===== config.mk =====
export PLATFORM = sky130hd
export DESIGN_NAME = nbbpu
export DESIGN_NICKNAME = d
export VERILOG_FILES = /design/src/logic/nbbpu_pkg.sv /design/src/logic/nbbpu.sv /design/src/logic/store_port.sv /design/src/logic/datapath.sv /design/src/logic/program_counter.sv /design/src/logic/alu.sv /design/src/logic/register_file.sv /design/src/logic/instruction_decoder.sv
export SDC_FILE = /design/constraint.sdc
export NUM_CORES = 1
export LEC_CHECK = 0
export BUFFER_PORTS_ARGS = -buffer_cell sky130_fd_sc_hd__buf_2
export CAP_MARGIN = 20
export CORE_MARGIN = 3
export CORE_UTILIZATION = 45
export CTS_CLUSTER_DIAMETER = 120
export DETAILED_ROUTE_END_ITERATION = 6
export PLACE_DENSITY = 0.57
export SYNTH_ARGS = -nofsm -noshare
export SYNTH_HDL_FRONTEND = slang
export SYNTH_SLANG_ARGS = --single-unit

===== constraint.sdc =====
create_clock -name clock -period 8 [get_ports clock]
set_clock_uncertainty 0.15 [all_clocks]
set_input_delay 2.4 -clock clock [delete_from_list [all_inputs] [get_ports clock]]
set_output_delay 2.4 -clock clock [all_outputs]
set_load 0.02 [all_outputs]

===== src/logic/nbbpu_pkg.sv =====
// shared word and field types, opcode enum, control struct and core constants
package nbbpu_pkg;

    // ------------------------------------------------------------
    // core sizing
    // ------------------------------------------------------------
    localparam int NUM_REGS = 16;           // register file depth

    // ------------------------------------------------------------
    // basic types
    // ------------------------------------------------------------
    typedef logic [15:0] word_t;            // data, address and instruction word
    typedef logic [3:0]  reg_addr_t;        // register index, also the d field
    typedef logic [7:0]  imm_t;             // immediate byte, instruction bits 11..4

    localparam word_t RESET_PC = '0;        // first fetch address after reset

    // opcode in instruction bits 15..12
    // the low three bits of an ALU opcode double as the ALU operation
    typedef enum logic [3:0] {
        OP_AND   = 4'd0,
        OP_OR    = 4'd1,
        OP_ADD   = 4'd2,
        OP_SUB   = 4'd3,
        OP_SHR   = 4'd4,    // logical shift right
        OP_SHL   = 4'd5,
        OP_NOT   = 4'd6,    // operand b ignored
        OP_XOR   = 4'd7,
        OP_SET   = 4'd8,    // d = zero-extended imm
        OP_SETH  = 4'd9,    // d high byte = imm
        OP_LOAD  = 4'd10,
        OP_STORE = 4'd11,
        OP_JUMP  = 4'd12,
        OP_BEQ   = 4'd13,
        OP_NOP   = 4'd14    // 15 unused, also treated as nop
    } opcode_t;

    // ------------------------------------------------------------
    // decoded control, one bundle per instruction
    // ------------------------------------------------------------
    typedef struct packed {
        logic       reg_write;  // alu result -> reg d
        logic       reg_set;    // immediate -> reg d
        logic       set_high;   // immediate into high byte
        logic       mem_read;   // read_data -> reg d
        logic       mem_write;  // store to data memory
        logic       jump;       // pc <= reg a
        logic       branch;     // pc += offset if a == b
        logic [2:0] alu_op;     // alu operation select
    } ctrl_t;

endpackage

===== src/logic/nbbpu.sv =====
// single-cycle 16-bit core top level joining decoder, datapath and store port
module nbbpu
(
    input  logic             clock,
    input  logic             arst_n,
    input  nbbpu_pkg::word_t instruction,   // from instruction memory at pc
    input  nbbpu_pkg::word_t read_data,     // from data memory at address
    output logic             write_enable,
    output nbbpu_pkg::word_t address,
    output nbbpu_pkg::word_t write_data,
    output nbbpu_pkg::word_t pc,
    output logic             debug
);

    import nbbpu_pkg::*;

    // ------------------------------------------------------------
    // internal wires
    // ------------------------------------------------------------
    ctrl_t ctrl;            // decoded control, one driver
    word_t dp_address;      // reg a value
    word_t dp_store_data;   // reg b value

    // ------------------------------------------------------------
    // input side
    // ------------------------------------------------------------
    instruction_decoder u_instruction_decoder (
        .opcode(opcode_t'(instruction[15:12])),
        .ctrl  (ctrl)
    );

    // ------------------------------------------------------------
    // processing
    // ------------------------------------------------------------
    datapath u_datapath (
        .clock      (clock),
        .arst_n     (arst_n),
        .instruction(instruction),
        .ctrl       (ctrl),
        .read_data  (read_data),
        .address    (dp_address),
        .store_data (dp_store_data),
        .pc         (pc)
    );

    // ------------------------------------------------------------
    // output side
    // ------------------------------------------------------------
    store_port u_store_port (
        .clock       (clock),
        .arst_n      (arst_n),
        .ctrl        (ctrl),
        .address_in  (dp_address),
        .store_data  (dp_store_data),
        .write_enable(write_enable),
        .address     (address),
        .write_data  (write_data),
        .debug       (debug)
    );

endmodule


===== src/logic/store_port.sv =====
// data memory write port and store-driven debug toggle flag
module store_port
(
    input  logic             clock,
    input  logic             arst_n,
    input  nbbpu_pkg::ctrl_t ctrl,
    input  nbbpu_pkg::word_t address_in,    // reg a from datapath
    input  nbbpu_pkg::word_t store_data,    // reg b from datapath
    output logic             write_enable,
    output nbbpu_pkg::word_t address,
    output nbbpu_pkg::word_t write_data,
    output logic             debug
);

    logic toggle;   // store with msb set this cycle

    // ------------------------------------------------------------
    // memory port, combinational
    // ------------------------------------------------------------
    assign write_enable = ctrl.mem_write;
    assign address      = address_in;      // also used for loads
    assign write_data   = store_data;

    // ------------------------------------------------------------
    // debug flag
    // ------------------------------------------------------------
    assign toggle = ctrl.mem_write & store_data[15];

    always_ff @(posedge clock or negedge arst_n)
    begin
        if (!arst_n)
        begin
            debug <= 1'b1;      // starts high
        end
        else if (toggle)
        begin
            debug <= ~debug;
        end
    end

endmodule


===== src/logic/datapath.sv =====
// processing core with register file, ALU, program counter and write-back select
module datapath
(
    input  logic             clock,
    input  logic             arst_n,
    input  nbbpu_pkg::word_t instruction,
    input  nbbpu_pkg::ctrl_t ctrl,
    input  nbbpu_pkg::word_t read_data,     // from data memory, same cycle
    output nbbpu_pkg::word_t address,       // reg a value
    output nbbpu_pkg::word_t store_data,    // reg b value
    output nbbpu_pkg::word_t pc
);

    import nbbpu_pkg::*;

    // ------------------------------------------------------------
    // instruction fields
    // ------------------------------------------------------------
    reg_addr_t field_a;
    reg_addr_t field_b;
    reg_addr_t field_d;
    imm_t      imm;

    assign field_a = instruction[11:8];
    assign field_b = instruction[7:4];
    assign field_d = instruction[3:0];     // dest, or branch offset
    assign imm     = instruction[11:4];    // overlaps a and b

    reg_addr_t read_addr_a;
    word_t     reg_a;
    word_t     reg_b;
    word_t     alu_result;
    logic      equal;
    logic      wb_enable;
    word_t     wb_value;

    // seth needs the old d value, and field a holds immediate bits anyway
    assign read_addr_a = (ctrl.reg_set && ctrl.set_high) ? field_d : field_a;

    // ------------------------------------------------------------
    // write-back select
    // ------------------------------------------------------------
    assign wb_enable = ctrl.reg_write | ctrl.reg_set | ctrl.mem_read;

    always_comb
    begin
        if (ctrl.mem_read)
        begin
            wb_value = read_data;                       // load
        end
        else if (ctrl.reg_set)
        begin
            wb_value = ctrl.set_high ? {imm, reg_a[7:0]}    // seth, low byte kept
                                     : {8'h00, imm};        // set
        end
        else
        begin
            wb_value = alu_result;
        end
    end

    // ------------------------------------------------------------
    // sub-blocks
    // ------------------------------------------------------------
    register_file u_register_file (
        .clock       (clock),
        .arst_n      (arst_n),
        .read_addr_a (read_addr_a),
        .read_addr_b (field_b),
        .read_data_a (reg_a),
        .read_data_b (reg_b),
        .write_enable(wb_enable),
        .write_addr  (field_d),
        .write_value (wb_value)
    );

    alu u_alu (.op(ctrl.alu_op), .operand_a(reg_a), .operand_b(reg_b),
               .result(alu_result), .equal(equal));

    program_counter u_program_counter (.clock(clock), .arst_n(arst_n), .ctrl(ctrl),
        .equal(equal), .jump_target(reg_a), .offset(field_d), .pc(pc));

    assign address    = reg_a;   // load/store address, also jump target
    assign store_data = reg_b;

endmodule


===== src/logic/program_counter.sv =====
// program counter register with sequential, jump and branch next-address select
module program_counter
(
    input  logic                 clock,
    input  logic                 arst_n,
    input  nbbpu_pkg::ctrl_t     ctrl,
    input  logic                 equal,         // from alu compare
    input  nbbpu_pkg::word_t     jump_target,   // reg a value
    input  nbbpu_pkg::reg_addr_t offset,        // d field, signed words
    output nbbpu_pkg::word_t     pc
);

    import nbbpu_pkg::*;

    word_t offset_ext;  // sign-extended branch offset
    word_t pc_next;

    // -8..+7 words relative to the branch itself
    assign offset_ext = {{($bits(word_t) - $bits(reg_addr_t)){offset[3]}}, offset};

    // ------------------------------------------------------------
    // next address
    // ------------------------------------------------------------
    always_comb
    begin
        if (ctrl.jump)
        begin
            pc_next = jump_target;              // absolute
        end
        else if (ctrl.branch && equal)
        begin
            pc_next = pc + offset_ext;          // taken beq, wraps
        end
        else
        begin
            pc_next = pc + word_t'(1);          // fall through
        end
    end

    // ------------------------------------------------------------
    // pc register
    // ------------------------------------------------------------
    always_ff @(posedge clock or negedge arst_n)
    begin
        if (!arst_n)
        begin
            pc <= RESET_PC;
        end
        else
        begin
            pc <= pc_next;
        end
    end

endmodule


===== src/logic/alu.sv =====
// combinational ALU for the register operations and the branch compare
module alu
(
    input  logic [2:0]       op,         // opcode bits 2..0
    input  nbbpu_pkg::word_t operand_a,
    input  nbbpu_pkg::word_t operand_b,
    output nbbpu_pkg::word_t result,
    output logic             equal       // a == b, for beq
);

    logic [3:0] shamt;      // shift distance, 0..15

    assign shamt = operand_b[3:0];  // upper bits of b ignored

    // ------------------------------------------------------------
    // operation select
    // ------------------------------------------------------------
    // all eight codes are used, so no default is needed
    always_comb
    begin
        case (op)
            3'd0:
            begin
                result = operand_a & operand_b;         // and
            end
            3'd1:
            begin
                result = operand_a | operand_b;         // or
            end
            3'd2:
            begin
                result = operand_a + operand_b;         // add, wraps
            end
            3'd3:
            begin
                result = operand_a - operand_b;         // sub, wraps
            end
            3'd4:
            begin
                result = operand_a >> shamt;            // logical, zero fill
            end
            3'd5:
            begin
                result = operand_a << shamt;
            end
            3'd6:
            begin
                result = ~operand_a;                    // b unused
            end
            3'd7:
            begin
                result = operand_a ^ operand_b;         // xor
            end
        endcase
    end

    // branch compare runs regardless of op
    assign equal = (operand_a == operand_b);

endmodule


===== src/logic/register_file.sv =====
// general purpose register file, two combinational reads and one clocked write
module register_file
(
    input  logic                clock,
    input  logic                arst_n,
    input  nbbpu_pkg::reg_addr_t read_addr_a,   // port a index
    input  nbbpu_pkg::reg_addr_t read_addr_b,   // port b index
    output nbbpu_pkg::word_t     read_data_a,
    output nbbpu_pkg::word_t     read_data_b,
    input  logic                write_enable,
    input  nbbpu_pkg::reg_addr_t write_addr,
    input  nbbpu_pkg::word_t     write_value
);

    import nbbpu_pkg::*;

    // ------------------------------------------------------------
    // storage
    // ------------------------------------------------------------
    word_t regs [NUM_REGS];     // r0 is an ordinary register here

    // ------------------------------------------------------------
    // write port
    // ------------------------------------------------------------
    // whole array clears on reset so programs start from known zeros
    always_ff @(posedge clock or negedge arst_n)
    begin
        if (!arst_n)
        begin
            for (int i = 0; i < NUM_REGS; i++)
            begin
                regs[i] <= '0;
            end
        end
        else if (write_enable)
        begin
            regs[write_addr] <= write_value;    // visible next cycle
        end
    end

    // ------------------------------------------------------------
    // read ports
    // ------------------------------------------------------------
    // no bypass, a same-cycle write is not seen
    always_comb
    begin
        read_data_a = regs[read_addr_a];
        read_data_b = regs[read_addr_b];
    end

endmodule


===== src/logic/instruction_decoder.sv =====
// opcode decoder producing the per-instruction control bundle
module instruction_decoder
(
    input  nbbpu_pkg::opcode_t opcode,  // instruction bits 15..12
    output nbbpu_pkg::ctrl_t   ctrl     // control to datapath and store port
);

    import nbbpu_pkg::*;

    // ------------------------------------------------------------
    // purely combinational decode
    // ------------------------------------------------------------
    always_comb
    begin
        ctrl = '0;  // everything off unless the opcode says otherwise

        case (opcode)
            // register ops, alu op is the low part of the opcode
            OP_AND, OP_OR, OP_ADD, OP_SUB,
            OP_SHR, OP_SHL, OP_NOT, OP_XOR:
            begin
                ctrl.reg_write = 1'b1;
                ctrl.alu_op    = opcode[2:0];
            end

            OP_SET:
            begin
                ctrl.reg_set = 1'b1;    // low byte, zero-extended
            end

            OP_SETH:
            begin
                ctrl.reg_set  = 1'b1;
                ctrl.set_high = 1'b1;   // keeps low byte of d
            end

            OP_LOAD:
            begin
                ctrl.mem_read = 1'b1;   // address from reg a
            end

            OP_STORE:
            begin
                ctrl.mem_write = 1'b1;  // data from reg b
            end

            OP_JUMP:
            begin
                ctrl.jump = 1'b1;
            end

            OP_BEQ:
            begin
                ctrl.branch = 1'b1;     // taken only when a == b
            end

            // nop and the spare opcode fall through as all-zero
            default:
            begin
                ctrl = '0;
            end
        endcase
    end

endmodule


==> impl_metrics.yaml <==
synthesis:
  syn_nets: 2365
  post_synth.cell_area_avg_um2: 9.13
  netlist.top_cell.by_area: "dfrtp_1"
  ys_seq_area_frac: 0.329
  synth_edf_count: 0
  synth_top_area_frac: 0.327
  syn_area_mm2: 0.0208
  ys_seq_elements: 273
  synthDistinctLibCells: 100
  ys_dominant_reg_cell: "dfrtp_1"
  synth_cells: 2277
  yosys_warnings: 0
  async_reset_ff_frac: 1.00
  synthTopCellsByArea: "dfrtp_1 33%, mux4_2 14%, nand2_1 6.8%"
clock_tree:
  cts_buffers: 34
  tritoncts: "done"
  cts_buffer_depth: 3
  ctsRootBufferMaster: "clkbuf_16"
  clkTransAtPathRegs_ns: 0.05
  htree_levels: 2
  holdBufCountCts: 0
  clock-sinks: 273
  clk_latency_ns: 0.55
critical_path:
  worstPathCellList: "buf_2 -> nor4bb_4 -> buf_6 -> mux2_4 -> buf_4 -> mux4_2 -> a22o_1 -> or3_4 -> buf_4 -> fa_1 -> nand2b_1 -> a21oi_2 -> o21ai_2 -> buf_4 -> a211oi_1 -> buf_4 -> o41a_1 -> nor3_1 -> nand3b_1 -> o31ai_1 -> o41ai_4 -> buf_12 -> o21ai_0"
  worstPathArrival_ns: 8.15
  cp_slowest_cell: "o41ai_4"
  required_ns: 8.23
  end_kind: "register"
  worstSetupPathType: "primary input to register"
  critical_path.max_fanout: 16
  slowest_delay_ns: 0.58
  rrSetupSlack_ns: 2.62
  cpMostUsedCell: "buf_4"
  worst_setup_path_start_kind: "primary input"
die:
  initial_core_util: 0.457
  ios: 84
  die_area_mm2: 0.0488
  core_area_mm2: 0.0455
  die_w_um: 221
  die_h_um: 221
  num_rows: 78
timing:
  fmax_ghz: 0.126
  hold_viol: 0
  tightest_slew_ns: 1.29
  rsz0062_at_grt: "no"
  period_minus_slack_ns: 7.92
  finalCritPeriodShare: 0.990
  setup_viol: 0
  maxSlewHeadroom: 0.139
  drv_slew: 0
route:
  wl_per_cell_um: 30.9
  viasPerCell: 6.68
  drcViolationCount: 0
  drt_pass1_iterations: 6
  drt_iter0_drc: 2826
  wl_um: 95900
  ant_nets: 0
  route.vias.total: 20700
hold_path:
  hold_path_class: "register to register"
cells_and_area:
  nFillCells: 4209
  multi_input_area_mm2: 0.0130
  final_cell_mix: "375 x nand2_1, 272 x dfrtp_1, 243 x buf_4"
  fin_cells: 3099
  syn2layout_area_growth_pct: 19.3
  n_antenna_cell: 0
  regArea_mm2: 0.00683
  final_util: 0.545
  finalNetCount: 2566
  drive_above_1_share: 0.261
  final_common_cell: "nand2_1"
global_routing:
  grt_pass1_wl_um: 138000
  antenna_found_initial: 0
  track_usage: 0.381
  grt_pass1_vias: 19600
  overflow: 0
  grt_max_degree: 158
placed_design:
  placed_cells: 3030
  hpwl_um: 70400
  port_buffers: 83
  place_congestion: 1.03
outcome:
  outcome: "complete, no violations"
power_and_ir_drop:
  power.density_mw_per_mm2: 312
  leakagePower_nw: 10.5
  p_total_mw: 7.74
  ir_drop_mv: 0.211
job:
  maxCapViolations: 0
-- timing repair --
item / CTS / global route
buffers inserted: 0 / 10
setup endpoints to repair: 0 / 60
hold endpoints to repair: 0 / 0
resized for setup: 0 / 13
-- power by group --
group	internal [mW]	leakage, nW	switching, mW
registers	1.81	3.48	0.420
clock network	0.997	0.577	0.634
logic	1.57	6.41	2.32
total	4.37	10.5	3.37
-- critical path: cells and delay by family --
family	cells	cell delay (ns)
adder cells (fa/ha/maj)	1	0.42
multiplexers	2	0.86
AND/OR/NAND/NOR	5	1.14
AO/OA/AOI/OAI	8	2.00
buffers and inverters	7	1.28
-- metrics by stage --
stage          instance area, um2  hold WS [ns]  worst slack [ns]  TNS [ns]
3_3_place_gp                23400         0.325            -0.496    -22.65
6_report                    24800         0.350            0.0814         0
4_1_cts                     24600         0.355            0.0116         0
3_5_place_dp                23400         0.343            -0.525    -24.10
2_1_floorplan               20900         0.311           -0.0600   -0.0600
5_1_grt                     24800         0.376           0.00726         0
-- cell usage after synthesis (51+ instances only) --
master,instances
a21oi_1,125
clkbuf_1,124
dfrtp_1,272
ha_1,51
inv_1,57
mux2i_1,84
mux4_2,131
nand2_1,375
nor2_1,172
nor3_1,65
o21ai_0,151
o21ai_1,101
o31ai_1,68
-- layout make-up --
type                       instances  area share
inverter                          64     0.00969
clock buffer                      46      0.0398
tap                              600      0.0303
timing repair buffer             353       0.112
multi-input combinational       1752       0.525
sequential                       273       0.276
clock inverter                    11     0.00717
-- cells by family after synthesis --
| group | after synthesis | synth area share |
|---|---|---|
| AO/OA/AOI/OAI | 688 | 0.219 |
| flip-flops | 273 | 0.329 |
| multiplexers | 232 | 0.193 |
| XOR/XNOR | 27 | 0.0114 |
| AND/OR/NAND/NOR | 750 | 0.158 |
| buffers and inverters | 253 | 0.0560 |
| adder cells (fa/ha/maj) | 54 | 0.0336 |
-- flip-flops by register name (all words and copies together), names as in the netlist --
signal,cells
u_datapath.u_register_file.regs,256
u_store_port.debug,1
u_datapath.u_program_counter.pc,16
-- path summary, 6_finish.rpt --
path	from	end	cells past startpoint
worst min-delay path	u_store_port.debug$_DFFE_PN1P_	u_store_port.debug$_DFFE_PN1P_	1
worst max-delay path	instruction[14]	u_datapath.u_register_file.regs[206]$_DFFE_PN0P_	23
worst max register to register	u_datapath.u_register_file.regs[196]$_DFFE_PN0P_	u_datapath.u_program_counter.pc[14]$_DFF_PN0_	18
min in group asynchronous	arst_n	u_datapath.u_program_counter.pc[3]$_DFF_PN0_	1
worst min register to register	u_store_port.debug$_DFFE_PN1P_	u_store_port.debug$_DFFE_PN1P_	1
max in group asynchronous	arst_n	u_datapath.u_register_file.regs[45]$_DFFE_PN0P_	2
-- layer usage --
| layer | GRT usage | wire length (um) | vias to the layer above |
|---|---|---|---|
| met5 | 0 | 0 | - |
| met4 | 0.205 | 6110 | 0 |
| met3 | 0.0671 | 8840 | 280 |
| met2 | 0.582 | 42500 | 1307 |
| met1 | 0.519 | 38400 | 10200 |
| li1 | - | - | 8873 |
(Power assumes the default switching activity.)
